**src/hw/coreDefs.sv**
```systemverilog
package coreDefs;

	// Byte width shared by instructions, data and the accumulator
	localparam int dataWidth = 8;
	// Operand field, also the program counter and data address width
	localparam int immWidth = 4;

	// Instruction memory, core 0 in the low half, core 1 in the high half
	localparam int imemDepth = 32;
	localparam int imemAddrWidth = $clog2(imemDepth);

	// Data memory shared by both cores
	localparam int dmemDepth = 16;
	localparam int dmemAddrWidth = $clog2(dmemDepth);

	// Upper nibble of the instruction byte
	// Codes 4'hA to 4'hE are undefined and run as NOP
	typedef enum logic [3:0] {
		NOP  = 4'h0,
		LDI  = 4'h1,
		LDM  = 4'h2,
		STM  = 4'h3,
		ADD  = 4'h4,
		SUB  = 4'h5,
		AND  = 4'h6,
		XOR  = 4'h7,
		JMP  = 4'h8,
		JZ   = 4'h9,
		HALT = 4'hF
	} opcodeT;

	// Per-core sequencing
	typedef enum logic [2:0] {
		FETCH,
		WAITINS,
		DECODE,
		DATAREQ,
		WAITDATA,
		EXECUTE,
		WRITEBACK
	} coreStateT;

endpackage

```
**src/hw/insDecoder.sv**
```systemverilog
`timescale 1ns/1ps

module insDecoder (
	input  logic                      clk,
	input  logic                      arstN,
	input  logic                      decodeEn,
	input  logic [coreDefs::dataWidth-1:0] insWord,
	output coreDefs::opcodeT          opcode,
	output logic [coreDefs::immWidth-1:0] operand,
	output logic                      usesMem,
	output logic                      isStore,
	output logic                      isBranch
);

	import coreDefs::*;

	opcodeT rawOp;
	opcodeT validOp;

	// Opcode field sits in the upper nibble
	assign rawOp = opcodeT'(insWord[dataWidth-1 -: 4]);

	// Anything not in the table falls back to NOP
	always_comb begin
		case (rawOp)
			NOP, LDI, LDM, STM, ADD, SUB, AND, XOR, JMP, JZ, HALT:
				validOp = rawOp;
			default:
				validOp = NOP;
		endcase
	end

	// Fields held until the next fetched instruction
	always_ff @(posedge clk or negedge arstN) begin
		if (!arstN) begin
			opcode   <= NOP;
			operand  <= '0;
			usesMem  <= 1'b0;
			isStore  <= 1'b0;
			isBranch <= 1'b0;
		end else if (decodeEn) begin
			opcode   <= validOp;
			operand  <= insWord[immWidth-1:0];
			// Loads, stores and the four ALU ops touch data memory
			usesMem  <= validOp inside {LDM, STM, ADD, SUB, AND, XOR};
			isStore  <= (validOp == STM);
			isBranch <= validOp inside {JMP, JZ};
		end
	end

endmodule

```
**src/hw/aluExecute.sv**
```systemverilog
`timescale 1ns/1ps

module aluExecute (
	input  logic                           clk,
	input  logic                           arstN,
	input  logic                           execEn,
	input  coreDefs::opcodeT               opcode,
	input  logic [coreDefs::immWidth-1:0]  operand,
	input  logic [coreDefs::dataWidth-1:0] acc,
	input  logic [coreDefs::dataWidth-1:0] memByte,
	output logic [coreDefs::dataWidth-1:0] result,
	output logic                           resultZero
);

	import coreDefs::*;

	logic [dataWidth-1:0] nextAcc;

	// New accumulator value, all arithmetic wraps at 8 bits
	always_comb begin
		case (opcode)
			// Immediate is zero extended
			LDI: nextAcc = {{(dataWidth-immWidth){1'b0}}, operand};
			LDM: nextAcc = memByte;
			ADD: nextAcc = acc + memByte;
			SUB: nextAcc = acc - memByte;
			AND: nextAcc = acc & memByte;
			XOR: nextAcc = acc ^ memByte;
			// Other ops leave the accumulator alone
			default: nextAcc = acc;
		endcase
	end

	// Zero condition computed here so writeback only selects it
	always_ff @(posedge clk or negedge arstN) begin
		if (!arstN) begin
			result     <= '0;
			resultZero <= 1'b0;
		end else if (execEn) begin
			result     <= nextAcc;
			resultZero <= (nextAcc == '0);
		end
	end

endmodule

```
**src/hw/resultWriter.sv**
```systemverilog
`timescale 1ns/1ps

module resultWriter (
	input  logic                           clk,
	input  logic                           arstN,
	input  logic                           start,
	input  logic                           writeEn,
	input  coreDefs::opcodeT               opcode,
	input  logic [coreDefs::immWidth-1:0]  operand,
	input  logic [coreDefs::dataWidth-1:0] result,
	input  logic                           resultZero,
	output logic [coreDefs::dataWidth-1:0] acc,
	output logic [coreDefs::immWidth-1:0]  pc,
	output logic                           halted
);

	import coreDefs::*;

	logic zeroFlag;

	// Architectural state of one core
	always_ff @(posedge clk or negedge arstN) begin
		if (!arstN) begin
			acc      <= '0;
			zeroFlag <= 1'b0;
			pc       <= '0;
			// Idle core reports halted
			halted   <= 1'b1;
		end else if (start) begin
			acc      <= '0;
			zeroFlag <= 1'b0;
			pc       <= '0;
			halted   <= 1'b0;
		end else if (writeEn) begin
			case (opcode)
				// Accumulator writers also update the flag
				LDI, LDM, ADD, SUB, AND, XOR: begin
					acc      <= result;
					zeroFlag <= resultZero;
					pc       <= pc + 1'b1;
				end
				JMP: pc <= operand;
				JZ: pc <= zeroFlag ? operand : pc + 1'b1;
				// pc parks on the HALT
				HALT: halted <= 1'b1;
				// NOP and STM just step
				default: pc <= pc + 1'b1;
			endcase
		end
	end

endmodule

```
**src/hw/procCore.sv**
```systemverilog
`timescale 1ns/1ps

module procCore #(
	parameter int coreId = 0
) (
	input  logic                               clk,
	input  logic                               arstN,
	input  logic                               start,
	output logic                               insReq,
	output logic [coreDefs::imemAddrWidth-1:0] insAddr,
	input  logic                               insGrant,
	input  logic [coreDefs::dataWidth-1:0]     insData,
	output logic                               dataReq,
	output logic [coreDefs::dmemAddrWidth-1:0] dataAddr,
	output logic                               dataWe,
	output logic [coreDefs::dataWidth-1:0]     dataWdata,
	input  logic                               dataGrant,
	input  logic [coreDefs::dataWidth-1:0]     dataRdata,
	output logic [coreDefs::dataWidth-1:0]     acc,
	output logic                               halted
);

	import coreDefs::*;

	coreStateT state;
	opcodeT opcode;
	logic [immWidth-1:0] operand;
	logic [immWidth-1:0] pc;
	logic [dataWidth-1:0] memByte;
	logic [dataWidth-1:0] result;
	logic usesMem, isStore, isBranch;
	logic resultZero;
	logic decodeEn, execEn, writeEn;

	// Sequencer, held in FETCH with no request while halted
	always_ff @(posedge clk or negedge arstN) begin
		if (!arstN) begin
			state <= FETCH;
		end else if (start) begin
			state <= FETCH;
		end else begin
			case (state)
				FETCH:
					if (insGrant)
						state <= WAITINS;
				WAITINS:
					state <= DECODE;
				// Fields are valid here, so branch on them
				DECODE:
					state <= usesMem ? DATAREQ : EXECUTE;
				DATAREQ:
					if (dataGrant)
						state <= WAITDATA;
				WAITDATA:
					state <= EXECUTE;
				EXECUTE:
					state <= WRITEBACK;
				WRITEBACK:
					state <= FETCH;
				default:
					state <= FETCH;
			endcase
		end
	end

	// Operand byte arrives the cycle after the data grant
	always_ff @(posedge clk) begin
		if (state == WAITDATA)
			memByte <= dataRdata;
	end

	// Instruction side, region bit picks this core's half
	assign insReq  = (state == FETCH) && !halted;
	assign insAddr = {1'(coreId), pc};

	// Data side, stores write the current accumulator
	assign dataReq   = (state == DATAREQ);
	assign dataWe    = dataReq && isStore;
	assign dataAddr  = operand;
	assign dataWdata = acc;

	// Decoder captures the returned instruction byte directly
	assign decodeEn = (state == WAITINS);
	// Branches need no ALU work
	assign execEn   = (state == EXECUTE) && !isBranch;
	assign writeEn  = (state == WRITEBACK);

	insDecoder decodeStage (
		.clk      (clk),
		.arstN    (arstN),
		.decodeEn (decodeEn),
		.insWord  (insData),
		.opcode   (opcode),
		.operand  (operand),
		.usesMem  (usesMem),
		.isStore  (isStore),
		.isBranch (isBranch)
	);

	aluExecute execStage (
		.clk        (clk),
		.arstN      (arstN),
		.execEn     (execEn),
		.opcode     (opcode),
		.operand    (operand),
		.acc        (acc),
		.memByte    (memByte),
		.result     (result),
		.resultZero (resultZero)
	);

	resultWriter writeStage (
		.clk        (clk),
		.arstN      (arstN),
		.start      (start),
		.writeEn    (writeEn),
		.opcode     (opcode),
		.operand    (operand),
		.result     (result),
		.resultZero (resultZero),
		.acc        (acc),
		.pc         (pc),
		.halted     (halted)
	);

endmodule

```
**src/hw/sharedMemory.sv**
```systemverilog
`timescale 1ns/1ps

module sharedMemory (
	input  logic                               clk,
	input  logic                               arstN,
	input  logic                               running,
	// Instruction ports
	input  logic                               insReq0,
	input  logic [coreDefs::imemAddrWidth-1:0] insAddr0,
	output logic                               insGrant0,
	output logic [coreDefs::dataWidth-1:0]     insData0,
	input  logic                               insReq1,
	input  logic [coreDefs::imemAddrWidth-1:0] insAddr1,
	output logic                               insGrant1,
	output logic [coreDefs::dataWidth-1:0]     insData1,
	// Data ports
	input  logic                               dataReq0,
	input  logic [coreDefs::dmemAddrWidth-1:0] dataAddr0,
	input  logic                               dataWe0,
	input  logic [coreDefs::dataWidth-1:0]     dataWdata0,
	output logic                               dataGrant0,
	output logic [coreDefs::dataWidth-1:0]     dataRdata0,
	input  logic                               dataReq1,
	input  logic [coreDefs::dmemAddrWidth-1:0] dataAddr1,
	input  logic                               dataWe1,
	input  logic [coreDefs::dataWidth-1:0]     dataWdata1,
	output logic                               dataGrant1,
	output logic [coreDefs::dataWidth-1:0]     dataRdata1,
	// Load and peek
	input  logic                               loadEn,
	input  logic                               loadSel,
	input  logic [coreDefs::imemAddrWidth-1:0] loadAddr,
	input  logic [coreDefs::dataWidth-1:0]     loadData,
	input  logic [coreDefs::dmemAddrWidth-1:0] peekAddr,
	output logic [coreDefs::dataWidth-1:0]     peekData
);

	import coreDefs::*;

	logic [dataWidth-1:0] imem [imemDepth];
	logic [dataWidth-1:0] dmem [dmemDepth];
	logic [1:0] insGrant, dataGrant;
	// Last core served, 1 means core 1
	logic insLast, dataLast;
	logic loadOk;

	// Two-way round robin, the core not served last wins a tie
	function automatic logic [1:0] rrGrant(input logic [1:0] req, input logic lastOne);
		logic [1:0] grant;
		grant[0] = req[0] && (!req[1] || lastOne);
		grant[1] = req[1] && (!req[0] || !lastOne);
		return grant;
	endfunction

	assign insGrant  = rrGrant({insReq1, insReq0}, insLast);
	assign dataGrant = rrGrant({dataReq1, dataReq0}, dataLast);

	assign insGrant0  = insGrant[0];
	assign insGrant1  = insGrant[1];
	assign dataGrant0 = dataGrant[0];
	assign dataGrant1 = dataGrant[1];

	// Starts at core 1 so core 0 takes the first conflict
	always_ff @(posedge clk or negedge arstN) begin
		if (!arstN) begin
			insLast  <= 1'b1;
			dataLast <= 1'b1;
		end else begin
			if (|insGrant)
				insLast <= insGrant[1];
			if (|dataGrant)
				dataLast <= dataGrant[1];
		end
	end

	// Loader locked out while any core runs
	assign loadOk = loadEn && !running;

	// Instruction array, read byte valid the cycle after grant
	always_ff @(posedge clk) begin
		if (loadOk && !loadSel)
			imem[loadAddr] <= loadData;
		if (insGrant[0])
			insData0 <= imem[insAddr0];
		if (insGrant[1])
			insData1 <= imem[insAddr1];
	end

	// Data array, at most one core granted per cycle
	always_ff @(posedge clk) begin
		if (loadOk && loadSel)
			dmem[loadAddr[dmemAddrWidth-1:0]] <= loadData;
		else if (dataGrant[0] && dataWe0)
			dmem[dataAddr0] <= dataWdata0;
		else if (dataGrant[1] && dataWe1)
			dmem[dataAddr1] <= dataWdata1;
		if (dataGrant[0])
			dataRdata0 <= dmem[dataAddr0];
		if (dataGrant[1])
			dataRdata1 <= dmem[dataAddr1];
	end

	// Debug read, no arbitration
	assign peekData = dmem[peekAddr];

endmodule

```
**src/hw/dualCoreTop.sv**
```systemverilog
`timescale 1ns/1ps

module dualCoreTop (
	input  logic                               clk,
	input  logic                               arstN,
	input  logic                               start,
	input  logic                               loadEn,
	input  logic                               loadSel,
	input  logic [coreDefs::imemAddrWidth-1:0] loadAddr,
	input  logic [coreDefs::dataWidth-1:0]     loadData,
	input  logic [coreDefs::dmemAddrWidth-1:0] peekAddr,
	output logic [coreDefs::dataWidth-1:0]     peekData,
	output logic [1:0]                         halted,
	output logic [coreDefs::dataWidth-1:0]     accOut0,
	output logic [coreDefs::dataWidth-1:0]     accOut1
);

	import coreDefs::*;

	logic [1:0] insReq, insGrant, dataReq, dataWe, dataGrant;
	logic [imemAddrWidth-1:0] insAddr [2];
	logic [dmemAddrWidth-1:0] dataAddr [2];
	logic [dataWidth-1:0] insData [2];
	logic [dataWidth-1:0] dataWdata [2];
	logic [dataWidth-1:0] dataRdata [2];
	logic [dataWidth-1:0] acc [2];
	logic running;

	// Busy until both cores have halted
	assign running = !(&halted);

	assign accOut0 = acc[0];
	assign accOut1 = acc[1];

	// Core 0 runs from the low half of instruction memory, core 1 the high
	for (genvar i = 0; i < 2; i++) begin : genCore
		procCore #(
			.coreId (i)
		) core (
			.clk       (clk),
			.arstN     (arstN),
			.start     (start),
			.insReq    (insReq[i]),
			.insAddr   (insAddr[i]),
			.insGrant  (insGrant[i]),
			.insData   (insData[i]),
			.dataReq   (dataReq[i]),
			.dataAddr  (dataAddr[i]),
			.dataWe    (dataWe[i]),
			.dataWdata (dataWdata[i]),
			.dataGrant (dataGrant[i]),
			.dataRdata (dataRdata[i]),
			.acc       (acc[i]),
			.halted    (halted[i])
		);
	end

	sharedMemory memory (
		.clk        (clk),
		.arstN      (arstN),
		.running    (running),
		.insReq0    (insReq[0]),
		.insAddr0   (insAddr[0]),
		.insGrant0  (insGrant[0]),
		.insData0   (insData[0]),
		.insReq1    (insReq[1]),
		.insAddr1   (insAddr[1]),
		.insGrant1  (insGrant[1]),
		.insData1   (insData[1]),
		.dataReq0   (dataReq[0]),
		.dataAddr0  (dataAddr[0]),
		.dataWe0    (dataWe[0]),
		.dataWdata0 (dataWdata[0]),
		.dataGrant0 (dataGrant[0]),
		.dataRdata0 (dataRdata[0]),
		.dataReq1   (dataReq[1]),
		.dataAddr1  (dataAddr[1]),
		.dataWe1    (dataWe[1]),
		.dataWdata1 (dataWdata[1]),
		.dataGrant1 (dataGrant[1]),
		.dataRdata1 (dataRdata[1]),
		.loadEn     (loadEn),
		.loadSel    (loadSel),
		.loadAddr   (loadAddr),
		.loadData   (loadData),
		.peekAddr   (peekAddr),
		.peekData   (peekData)
	);

endmodule

```
**config.mk**
```make
export PLATFORM = sky130hd
export DESIGN_NAME = dualCoreTop
export DESIGN_NICKNAME = d
export VERILOG_FILES = /design/src/hw/coreDefs.sv /design/src/hw/insDecoder.sv /design/src/hw/aluExecute.sv /design/src/hw/resultWriter.sv /design/src/hw/procCore.sv /design/src/hw/sharedMemory.sv /design/src/hw/dualCoreTop.sv
export SDC_FILE = /design/constraint.sdc
export NUM_CORES = 1
export LEC_CHECK = 0
export BUFFER_PORTS_ARGS = -buffer_cell sky130_fd_sc_hd__buf_4
export CORE_MARGIN = 1
export CORE_UTILIZATION = 60
export CTS_CLUSTER_SIZE = 14
export DETAILED_ROUTE_END_ITERATION = 8
export GPL_TIMING_DRIVEN = 0
export PLACE_DENSITY = 0.77
export SLEW_MARGIN = 15
export SYNTH_ARGS = -nofsm -noshare
export SYNTH_HDL_FRONTEND = slang
export SYNTH_SLANG_ARGS = --single-unit
```
**constraint.sdc**
```tcl
create_clock -name clk -period 4.5 [get_ports clk]
set_input_delay 1.35 -clock clk [delete_from_list [all_inputs] [get_ports clk]]
set_output_delay 1.35 -clock clk [all_outputs]
set_load 0.02 [all_outputs]
```
==> Implementation_results.wiki, run 1 <==
{| class="wikitable"
! Metric !! Value
|-
| Die Height || 202 um
|-
| Setup violators final || 0
|-
| Die span in x || 202 um
|-
| Internal power || 0.00949 W
|-
| Critical path class || input port to output pin
|-
| Total congestion overflow || 0
|-
| Nets@finish || 1730
|-
| Global-route wire length before repair || 89600 um
|-
| Area share of the largest cell type after synthesis || 54.3%
|-
| Final number of max-transition violations || 0
|-
| Yosys warns || 0
|-
| Starting density of the core || 61.4%
|-
| Class of the worst hold path || register to register
|-
| CTS tree || built
|-
| Detailed-route DRC error count || 0
|-
| Critical path buffer and inverter count || 3
|-
| Per-cell routed wire length || 26.5 um
|-
| Count of flip-flops with a built-in enable after synthesis || 432
|-
| Placed Instances || 2139
|-
| Inserted Clock Buffers || 50
|-
| Maximum level of the CTS H-tree || 2
|-
| Routability congestion estimate from global placement || 0.934
|-
| Half-perimeter wire length after detailed placement || 40800 um
|-
| Switching share of power || 31.8%
|-
| CTS max path bufs || 3
|-
| Pin count of the biggest net entering global routing || 77
|-
| Antenna Nets Post-Route || 0
|-
| Diodes inserted || 0
|-
| LEAKAGE || 9.13 nW
|-
| CP Max Fanout || 14
|-
| Share of power burned in the clock network || 28.3%
|-
| Synthesized instance count || 1572
|-
| Critical path data required time || 3.15 ns
|-
| Post-Synthesis Net Count || 1630
|-
| NetSw || 0.00442 W
|-
| MaxCap Viol Count || 0
|-
| Ranking of synthesized cells by instance count || edfxtp_1 (432), mux4_2 (152), nand2_1 (123), nor2_1 (120), mux2i_1 (87)
|-
| Period Utilization, post-route || 99.3%
|-
| Row count || 72
|-
| Cell variety after synth || 70
|-
| Number of vias per cell || 6.64
|-
| Total I/O pin count || 48
|-
| Part of the power in registers || 42.1%
|-
| Worst setup skew after layout || 0.0267 ns
|-
| Initial antenna violation count || 1
|-
| Pwr dens || 526 nW/um2
|-
| Total standard cell area after synthesis || 23900 um2
|-
| Clock Latency Late Sink || 0.60 ns
|-
| Slew HR || 24.1%
|-
| Critical Path, Cell by Cell || buf_4, clkbuf_2, mux4_2, mux4_2, buf_4
|-
| Post-route non-filler standard cell count || 2229
|-
| Count leader, synth || edfxtp_1
|-
| Number of synthesized register bits || 508
|-
| Syn avg cell area || 15.2 um2
|-
| Proportion of synthesized flip-flops having asynchronous set or reset || 15.0%
|-
| Most area-hungry cell type in the Yosys netlist || edfxtp_1
|-
| Unrepaired setup endpoints after global routing || false
|-
| Dominant register cell in the synthesized netlist || edfxtp_1
|-
| Slowest cell on the critical path || mux4_2
|-
| Sinks on the clock net || 508
|-
| CTS clk-pin slew, worst paths || 0.06 ns
|-
| Detailed-route wire length || 59100 um
|-
| Number of post-CTS setup repair buffers || 0
|-
| Number of DRC markers in iteration 0 || 1476
|-
| Crit-path max cell delay || 0.53 ns
|-
| Fill cell instance count of the final layout || 2609
|-
| Max Clk Rate || 224 MHz
|-
| Shortest clock period the worst path allows after layout || 4.47 ns
|-
| Crit path max-delay family || multiplexers
|-
| Worst VDD drop || 0.000330 V
|-
| Root Buffer Master || clkbuf_16
|-
| Global Route Usage Sum || 29.7%
|-
| Worst-margin pin slew || 1.13 ns
|-
| Part of the power in combinational logic || 29.6%
|-
| Fin. Hold Viols || 0
|-
| Share of final-layout standard cells stronger than drive strength 1 || 20.9%
|-
| Number of global-route vias before repair || 14700
|-
| Leading post-synthesis cells by cell area || edfxtp_1 (54%), mux4_2 (14%), dfrtp_1 (7.5%)
|-
| Area enclosed by the die boundary || 40600 um2
|-
| Share of the yosys chip area belonging to registers || 62.3%
|-
| Area delta synth->final || 10.7%
|-
| Via count of the routed design || 14800
|-
| TritonRoute pass-1 iters || 8
|-
| CP Capture Type || output pin
|-
| Port-buffer cells || 41
|-
| Core box area || 38900 um2
|-
| Worst hold margin || 0.417 ns
|-
| Worst Path Arrival || 3.12 ns
|-
| Status || finished clean
|-
| Startpoint type of the worst setup path || input port
|}
[path summary, 6_finish.rpt]
path | startpoint | endpoint | slack [ns] | cells past startpoint
max reg2reg | memory.dataLast | memory.dmem[4][2] | 0.73 | 7
min in group asynchronous | arstN | genCore[0].core.writeStage.acc[4] | 0.91 | 1
min | memory.dataRdata1[6] | genCore[1].core.memByte[6] | 0.42 | 0
max in group asynchronous | arstN | genCore[0].core.decodeStage.opcode[0] | 2.92 | 1
max | peekAddr[1] | peekData[6] | 0.03 | 5
min reg2reg | memory.dataRdata1[6] | genCore[1].core.memByte[6] | 0.42 | 0
[flip-flops by register name, indices dropped and copies added, names as in the netlist]
signal	count
genCore.core.writeStage.pc	8
genCore.core.writeStage.acc	16
genCore.core.decodeStage.isBranch	2
genCore.core.decodeStage.opcode	8
genCore.core.writeStage.zeroFlag	2
memory.insData0	8
memory.dataRdata0	8
memory.insLast	1
genCore.core.memByte	16
memory.imem	256
genCore.core.state	6
genCore.core.execStage.result	16
memory.insData1	8
memory.dataLast	1
genCore.core.decodeStage.usesMem	2
genCore.core.decodeStage.isStore	2
memory.dataRdata1	8
genCore.core.writeStage.halted	2
genCore.core.execStage.resultZero	2
genCore.core.decodeStage.operand	8
memory.dmem	128
[routing by layer]
layer  global-route usage (%)  vias up  wire, um
met5                        0        -         0
met4                     8.63        0      1470
met3                     5.64      120      5240
met2                     48.6      768     29200
met1                     40.9     7505     23200
li1                         -     6408         -
[stage by stage]
step	cell area (um2)	power (W)	setup WS, ns	TNS (ns)	utilization, %
after detailed placement	24900	0.00998	-0.163	-1.06	64.0
after global placement	24800	0.00985	-0.145	-1.00	63.8
after floorplan	23900	0.00874	0.217	0	-
after CTS	26500	0.0139	0.0193	0	68.0
final	26500	0.0139	0.0315	0	68.0
after global routing	26500	0.0144	0.0311	0	68.0
[layout by cell type, fill, tap and decap left out, drive strengths merged, types with 3 or more instances in the layout]
cell type	n
dfstp	4
o21a	7
or3	3
nor3b	6
dfrtp	72
a221oi	21
clkinv	18
mux2i	87
a32oi	6
mux2	26
nor4	4
inv	34
nor2	120
nand2	123
nand2b	16
mux4	152
xnor2	17
nand3	22
edfxtp	432
a221o	3
clkbuf	118
nor2b	12
a21oi	73
o31ai	6
buf	96
nand4	5
ha	34
o21ai	75
a211oi	8
and3	7
a31oi	14
xor2	5
and2	6
nor3	17
a22oi	17
[timing repair]
| action | CTS | global route |
|---|---|---|
| endpoints found under the setup margin | 8 | 4 |
| pin swaps | 0 | 0 |
| resized for setup | 9 | 0 |
| hold buffers | 0 | 0 |
[power by group through the flow]
stage	sequential [W]	clock (W)	combinational, W
after detailed placement	0.00594	0	0.00404
after global placement	0.00593	0	0.00391
after global routing	0.00589	0.00412	0.00441
final	0.00586	0.00394	0.00411
after floorplan	0.00584	0	0.00289
after CTS	0.00585	0.00395	0.00408
[cell families after synthesis]
logic type / Yosys count / share of synthesized area (%)
AOI/OAI and AO/OA: 256 / 6.70
xor gates and xnor gates: 22 / 0.806
adders and majority gates: 36 / 1.95
buffers and inverters: 129 / 2.29
DFF: 508 / 62.3
muxes: 265 / 19.2
and+or+nand+nor: 356 / 6.78
[layout make-up]
type	instances	area, um2	area share (%)
sequential	508	14900	56.2
multi-input combinational	935	8480	32.1
clock buffer	69	1370	5.17
tap	518	648	2.45
buffer	96	447	1.69
timing repair buffer	49	365	1.38
clock inverter	22	151	0.572
inverter	32	120	0.454
(Power assumes the default switching activity.)
==> run 2: changes to the inputs <==
--- a/config.mk
+++ b/config.mk
@@ -7,11 +7,11 @@
 export LEC_CHECK = 0
 export BUFFER_PORTS_ARGS = -buffer_cell sky130_fd_sc_hd__buf_4
 export CORE_MARGIN = 1
-export CORE_UTILIZATION = 60
+export CORE_UTILIZATION = 55
 export CTS_CLUSTER_SIZE = 14
 export DETAILED_ROUTE_END_ITERATION = 8
 export GPL_TIMING_DRIVEN = 0
-export PLACE_DENSITY = 0.77
+export PLACE_DENSITY = 0.71
 export SLEW_MARGIN = 15
 export SYNTH_ARGS = -nofsm -noshare
 export SYNTH_HDL_FRONTEND = slang
==> constraint.sdc (replaced) <==
create_clock -name clk -period 4.75 [get_ports clk]
set_input_delay 1.425 -clock clk [delete_from_list [all_inputs] [get_ports clk]]
set_output_delay 1.425 -clock clk [all_outputs]
set_load 0.02 [all_outputs]
==> run 2 against run 1 <==
Clock power down 4%. Core utilization down 5.4 points. Sequential cell count unchanged. Cell area up 0.32%. Routed wire length down 1.7%. Global-route usage down 2.6 points. Non-clock buffer count unchanged. Count of clock-buffer cells in the layout down 5. First-iteration DRC count up 13%. Power down 5.0%.
==> Implementation_results.wiki, run 2 (synthesis gave the netlist of run 1 again) <==
{| class="wikitable"
! Metric !! Value
|-
| Status || finished clean (unchanged)
|-
| Register name with the most flops || memory.imem (unchanged)
|-
| Number of vias per cell || 6.41 (was 6.64)
|-
| Share of power burned in the clock network || 28.5% (was 28.3%)
|-
| Slew HR || 21.6% (was 24.1%)
|-
| Number of global-route vias before repair || 14400 (was 14700)
|-
| Placement-stage cell area || 25000 um2 (was 24900 um2)
|-
| Sinks on the clock net || 508 (unchanged)
|-
| Core box area || 42400 um2 (was 38900 um2)
|-
| Diodes inserted || 0 (unchanged)
|-
| Clock Latency Late Sink || 0.60 ns (about the same)
|-
| Fin. Hold Viols || 0 (unchanged)
|-
| Area delta synth->final || 11.1% (was 10.7%)
|-
| Number of post-CTS setup repair buffers || 0 (unchanged)
|-
| Number of DRC markers in iteration 0 || 1673 (was 1476)
|-
| CTS clk-pin slew, worst paths || 0.06 ns (about the same)
|-
| Worst-margin pin slew || 1.17 ns (was 1.13 ns)
|-
| Via count of the routed design || 14700 (was 14800)
|-
| Inserted Clock Buffers || 50 (unchanged)
|-
| Detailed-route wire length || 58100 um (was 59100 um)
|-
| Largest registers || memory.imem x256, memory.dmem x128 (unchanged)
|-
| Total I/O pin count || 48 (unchanged)
|-
| Global-route wire length before repair || 88300 um (was 89600 um)
|-
| Per-cell routed wire length || 25.4 um (was 26.5 um)
|-
| Switching share of power || 31.9% (was 31.8%)
|-
| Die span in x || 210 um (was 202 um)
|-
| Setup violators final || 0 (unchanged)
|-
| Class of the worst hold path || register to register (unchanged)
|-
| R2R setup slack || 0.98 ns (was 0.73 ns)
|-
| Part of the power in registers || 42.0% (was 42.1%)
|-
| Worst VDD drop || 0.000273 V (was 0.000330 V)
|-
| Fin worst setup slack || 0.0885 ns (was 0.0315 ns)
|-
| Antenna Nets Post-Route || 0 (unchanged)
|-
| Port-buffer cells || 41 (unchanged)
|-
| TritonRoute pass-1 iters || 7 (was 8)
|-
| Global Route Usage Sum || 27.1% (was 29.7%)
|-
| Fill cell instance count of the final layout || 3140 (was 2609)
|-
| Worst Path Arrival || 3.24 ns (was 3.12 ns)
|-
| Highest-count cells in the layout ignoring fill and taps || edfxtp_1 (432), mux4_2 (152), nand2_1 (123), nor2_1 (120), mux2i_1 (87) (unchanged)
|-
| Row count || 75 (was 72)
|-
| Starting density of the core || 56.3% (was 61.4%)
|-
| Worst hold margin || 0.421 ns (was 0.417 ns)
|-
| Worst setup slack before clock tree synthesis || -0.0957 ns (was -0.163 ns)
|-
| Detailed-route DRC error count || 0 (unchanged)
|-
| Final number of max-transition violations || 0 (unchanged)
|-
| LEAKAGE || 9.13 nW (about the same)
|-
| Pwr dens || 498 nW/um2 (was 526 nW/um2)
|-
| Critical path data required time || 3.32 ns (was 3.15 ns)
|-
| Final Instance Area || 26500 um2 (about the same)
|-
| Shortest clock period the worst path allows after layout || 4.66 ns
|-
| Post-route total power || 0.0132 W (was 0.0139 W)
|-
| Root Buffer Master || clkbuf_16 (unchanged)
|-
| Startpoint type of the worst setup path || input port (unchanged)
|-
| CTS max path bufs || 3 (unchanged)
|-
| Part of the power in combinational logic || 29.4% (was 29.6%)
|-
| MaxCap Viol Count || 0 (unchanged)
|-
| NetSw || 0.00421 W (was 0.00442 W)
|-
| Most common library cell in the layout ignoring fill and taps || edfxtp_1 (unchanged)
|-
| Area enclosed by the die boundary || 44300 um2 (was 40600 um2)
|-
| Unrepaired setup endpoints after global routing || false (unchanged)
|-
| Max Clk Rate || 215 MHz
|-
| CTS tree || built (unchanged)
|-
| Routability congestion estimate from global placement || 0.923 (was 0.934)
|-
| CP Capture Type || output pin (unchanged)
|-
| Share of final-layout standard cells stronger than drive strength 1 || 20.5% (was 20.9%)
|-
| CP Max Fanout || 10 (was 14)
|-
| Nets@finish || 1730 (unchanged)
|-
| Number of flip-flops under the largest register name || 256 (unchanged)
|-
| Total congestion overflow || 0 (unchanged)
|-
| Maximum level of the CTS H-tree || 2 (unchanged)
|-
| Internal power || 0.00900 W (was 0.00949 W)
|-
| Half-perimeter wire length after detailed placement || 40600 um (was 40800 um)
|-
| Period Utilization, post-route || 98.1%
|-
| Die Height || 210 um (was 202 um)
|-
| Pin count of the biggest net entering global routing || 77 (unchanged)
|-
| Worst setup skew after layout || 0.0162 ns (was 0.0267 ns)
|-
| Critical path class || input port to output pin (unchanged)
|-
| Initial antenna violation count || 0 (was 1)
|}
-- run 2: changes by cell type in the layout (fill, tap and decap cells not counted), sizes merged --
| cell | change |
|---|---|
| clkinv | +6 |
| clkbuf | -4 |
| buf | -1 |
| bufinv | +1 |
| clkinvlp | -1 |
| inv | +1 |
-- run 2: through the flow --
step | std cells | TNS [ns] | util [%]
finish | 2290 | 0 | 62.6
global route | 2290 | 0 | 62.6
CTS | 2290 | 0 | 62.5
detailed placement | 2197 | -0.479 | 58.9
global placement | 2190 | -0.314 | 58.8
floorplan | 1572 | 0 | -
-- run 2: what timing repair did --
action | CTS | global route
gates resized for setup | 4 | 7
cloned | 0 | 0
hold buffers | 0 | 0
endpoints found under the setup margin | 8 | 5
-- run 2: power groups by stage --
| stage | registers, W | clock network [W] | logic (W) |
|---|---|---|---|
| 2_1_floorplan | 0.00554 | 0 | 0.00274 |
| 3_3_place_gp | 0.00562 | 0 | 0.00375 |
| 3_5_place_dp | 0.00563 | 0 | 0.00384 |
| 4_1_cts | 0.00554 | 0.00382 | 0.00387 |
| 5_1_grt | 0.00558 | 0.00397 | 0.00416 |
| 6_report | 0.00555 | 0.00377 | 0.00389 |
-- run 2: area by class of cell --
| type | count | area, um2 | area share (%) |
|---|---|---|---|
| Buffer | 97 | 450 | 1.70 |
| Clock buffer | 64 | 1330 | 4.99 |
| Clock inverter | 29 | 201 | 0.759 |
| Inverter | 32 | 120 | 0.453 |
| Multi-Input combinational cell | 935 | 8490 | 32.0 |
| Sequential cell | 508 | 14900 | 56.1 |
| Tap cell | 577 | 722 | 2.72 |
| Timing Repair Buffer | 48 | 358 | 1.35 |
-- run 2: routing by layer --
metal | track usage (%) | vias up | part of all wire, %
met5 | 0 | - | 0
met2 | 44.3 | 733 | 49
met3 | 3.49 | 100 | 8.3
met1 | 38.5 | 7437 | 40
li1 | - | 6417 | -
met4 | 7.85 | 0 | 2.5
-- run 2: worst max-delay path, stage by stage --
cell and delay (ns):
buf_4 0.11, clkbuf_1 0.57, mux4_2 0.43, mux4_2 0.51, buf_4 0.18
-- run 2: final timing paths --
check                                     startpoint                           endpoint  depth (start not counted)
min in group asynchronous                      arstN  genCore[0].core.writeStage.acc[2]                          1
max in group asynchronous                      arstN   genCore[0].core.writeStage.pc[0]                          1
worst max register to register       memory.dataLast                  memory.dmem[9][7]                          7
worst min register to register  memory.dataRdata0[4]         genCore[0].core.memByte[4]                          0
worst max-delay path                     peekAddr[1]                        peekData[2]                          5
worst min-delay path            memory.dataRdata0[4]         genCore[0].core.memByte[4]                          0
==> run 3: changes to the inputs <==
--- a/config.mk
+++ b/config.mk
@@ -6,6 +6,7 @@
 export NUM_CORES = 1
 export LEC_CHECK = 0
 export BUFFER_PORTS_ARGS = -buffer_cell sky130_fd_sc_hd__buf_4
+export CORE_ASPECT_RATIO = 1.1
 export CORE_MARGIN = 1
 export CORE_UTILIZATION = 55
 export CTS_CLUSTER_SIZE = 14
==> run 3 against run 2 <==
Critical path depth is the same. Maximum frequency is 0.11% lower. Via count barely moved. Register-to-register slack lost 0.17 ns. Clock skew grew 0.0041 ns. Sequential cell count stayed put. Power is 1.4% higher. Critical path type unchanged. Combinational power grew 1%.
==> Implementation_results.wiki, run 3 (synthesis gave the netlist of run 1 again) <==
{| class="wikitable"
! Metric !! Value
|-
| Status || finished clean (unchanged)
|-
| Startpoint of the worst register-to-register path || memory.dataLast (unchanged)
|-
| Wire length on met3 || 5330 um (was 4820 um)
|-
| Inserted Clock Buffers || 50 (unchanged)
|-
| Worst VDD drop || 0.000353 V (was 0.000273 V)
|-
| R2R setup slack || 0.81 ns (was 0.98 ns)
|-
| Crit path from || peekAddr[1] (unchanged)
|-
| Pin count of the biggest net entering global routing || 77 (unchanged)
|-
| Number of post-CTS setup repair buffers || 0 (unchanged)
|-
| CP Max Fanout || 10 (unchanged)
|-
| Worst Path Arrival || 3.24 ns (about the same)
|-
| End point of the critical path || peekData[6] (was peekData[2])
|-
| Unrepaired setup endpoints after global routing || false (unchanged)
|-
| MaxCap Viol Count || 0 (unchanged)
|-
| Area enclosed by the die boundary || 44300 um2 (about the same)
|-
| LEAKAGE || 9.17 nW (was 9.13 nW)
|-
| Capture instance of the worst register-to-register path || memory.dmem[8][3] (was memory.dmem[9][7])
|-
| Placement-stage cell area || 25000 um2 (about the same)
|-
| Class of the worst hold path || register to register (unchanged)
|-
| Pwr dens || 503 nW/um2 (was 498 nW/um2)
|-
| Length in cells of the worst reg-to-reg path || 7 (unchanged)
|-
| Sinks on the clock net || 508 (unchanged)
|-
| Worst-margin pin slew || 1.10 ns (was 1.17 ns)
|-
| Initial antenna violation count || 1 (was 0)
|-
| Maximum level of the CTS H-tree || 2 (unchanged)
|-
| Share of final-layout standard cells stronger than drive strength 1 || 21.1% (was 20.5%)
|-
| Global Route Usage Sum || 27.6% (was 27.1%)
|-
| Period Utilization, post-route || 98.2% (was 98.1%)
|-
| Root Buffer Master || clkbuf_16 (unchanged)
|-
| CTS clk-pin slew, worst paths || 0.06 ns (about the same)
|-
| Largest registers || memory.imem x256, memory.dmem x128 (unchanged)
|-
| CTS max path bufs || 3 (unchanged)
|-
| Fin. Hold Viols || 0 (unchanged)
|-
| Row count || 79 (was 75)
|-
| Highest-count cells in the layout ignoring fill and taps || edfxtp_1 (432), mux4_2 (152), nand2_1 (123), nor2_1 (120), mux2i_1 (87) (unchanged)
|-
| Number of vias per cell || 6.45 (was 6.41)
|-
| Area delta synth->final || 11.5% (was 11.1%)
|-
| Final number of max-transition violations || 0 (unchanged)
|-
| Global-route wire length before repair || 89600 um (was 88300 um)
|-
| Number of global-route vias before repair || 14500 (was 14400)
|-
| Via count of the routed design || 14700 (about the same)
|-
| Detailed-route wire length || 59300 um (was 58100 um)
|-
| Setup violators final || 0 (unchanged)
|-
| Clock Latency Late Sink || 0.61 ns (was 0.60 ns)
|-
| Critical path class || input port to output pin (unchanged)
|-
| Die Height || 221 um (was 210 um)
|-
| Core box area || 42600 um2 (was 42400 um2)
|-
| Shortest clock period the worst path allows after layout || 4.67 ns (was 4.66 ns)
|-
| Starting density of the core || 56.1% (was 56.3%)
|-
| Slew HR || 26.7% (was 21.6%)
|-
| Die span in x || 201 um (was 210 um)
|-
| Per-cell routed wire length || 26.0 um (was 25.4 um)
|-
| Port-buffer cells || 41 (unchanged)
|-
| Detailed-route DRC error count || 0 (unchanged)
|-
| Startpoint type of the worst setup path || input port (unchanged)
|-
| Metal-1 WL || 23000 um (was 23300 um)
|-
| Fin worst setup slack || 0.0836 ns (was 0.0885 ns)
|-
| Diodes inserted || 0 (unchanged)
|-
| Worst setup skew after layout || 0.0203 ns (was 0.0162 ns)
|-
| Max Clk Rate || 214 MHz (was 215 MHz)
|-
| CP Capture Type || output pin (unchanged)
|-
| Final TNS setup || 0 ns (unchanged)
|-
| Highest metal layer with signal wires || met5 (was met4)
|-
| Final Instance Area || 26600 um2 (was 26500 um2)
|-
| CTS tree || built (unchanged)
|-
| Worst setup slack before clock tree synthesis || -0.206 ns (was -0.0957 ns)
|-
| Antenna Nets Post-Route || 0 (unchanged)
|-
| Post-layout util || 62.5% (was 62.6%)
|-
| Routed wire length on met2 || 29100 um (was 28600 um)
|-
| Routability congestion estimate from global placement || 0.935 (was 0.923)
|-
| Most common library cell in the layout ignoring fill and taps || edfxtp_1 (unchanged)
|-
| Post-route total power || 0.0134 W (was 0.0132 W)
|-
| Number of flip-flops under the largest register name || 256 (unchanged)
|-
| Half-perimeter wire length after detailed placement || 41400 um (was 40600 um)
|-
| Critical path data required time || 3.32 ns (about the same)
|-
| Register name with the most flops || memory.imem (unchanged)
|-
| Total I/O pin count || 48 (unchanged)
|-
| Number of DRC markers in iteration 0 || 1596 (was 1673)
|-
| Total congestion overflow || 0 (unchanged)
|-
| TritonRoute pass-1 iters || 6 (was 7)
|-
| Nets@finish || 1731 (was 1730)
|}
## run 3: changes by cell type in the layout (fill, tap and decap cells not counted), moves of 2 or more
cell,delta
clkinv_1,-8
clkbuf_1,-5
bufinv_16,+3
clkinv_2,+3
buf_4,+2
clkinv_8,+2
clkinvlp_4,+2
## run 3: what timing repair did
| item | 4_1_cts | 5_1_grt |
|---|---|---|
| gates resized for setup | 6 | 0 |
| hold buffers | 0 | 0 |
| endpoints found under the setup margin | 8 | 0 |
## run 3: routing by layer
| layer | vias to the layer above | GRT usage (%) |
|---|---|---|
| li1 | 6409 | - |
| met1 | 7343 | 36.1 |
| met2 | 796 | 46.5 |
| met3 | 128 | 5.57 |
| met4 | 2 | 9.39 |
| met5 | - | 0 |
## run 3: where the power goes
| group | switching, W | internal, W | leakage, nW |
|---|---|---|---|
| clock network | 0.00169 | 0.00223 | 0.788 |
| logic | 0.00228 | 0.00166 | 3.49 |
| registers | 0.000292 | 0.00526 | 4.89 |
## run 3: worst min path at each step
stage                     cells after the start                          to  slack (ns)                  from
after detailed placement                      0  genCore[1].core.memByte[3]        0.41  memory.dataRdata1[3]
final                                         0  genCore[1].core.memByte[3]        0.42  memory.dataRdata1[3]
after global routing                          0  genCore[1].core.memByte[3]        0.43  memory.dataRdata1[3]
after global placement                        0  genCore[1].core.memByte[2]        0.41  memory.dataRdata1[2]
after CTS                                     0  genCore[1].core.memByte[3]        0.42  memory.dataRdata1[3]
after floorplan                               0  genCore[0].core.memByte[0]        0.40  memory.dataRdata0[0]
## run 3: worst max-delay path: stages
cell,delay [ns]
buf_4,0.12
clkbuf_1,0.56
mux4_2,0.44
mux4_2,0.51
buf_4,0.18
## run 3: layout make-up
cell class	instances	area [um2]
fillers	3159	16000
flip-flops and latches	508	14900
multi-input cells	935	8490
clock buffers	58	1290
well taps	567	709
plain buffers	97	442
repair buffers	49	369
clock inverters	30	325
inverters	32	120
## run 3: per-stage QoR
| stage | hold WS, ns | std cells |
|---|---|---|
| after floorplan | 0.400 | 1572 |
| after global placement | 0.410 | 2180 |
| after detailed placement | 0.406 | 2188 |
| after CTS | 0.420 | 2276 |
| after global routing | 0.433 | 2276 |
| final | 0.419 | 2276 |
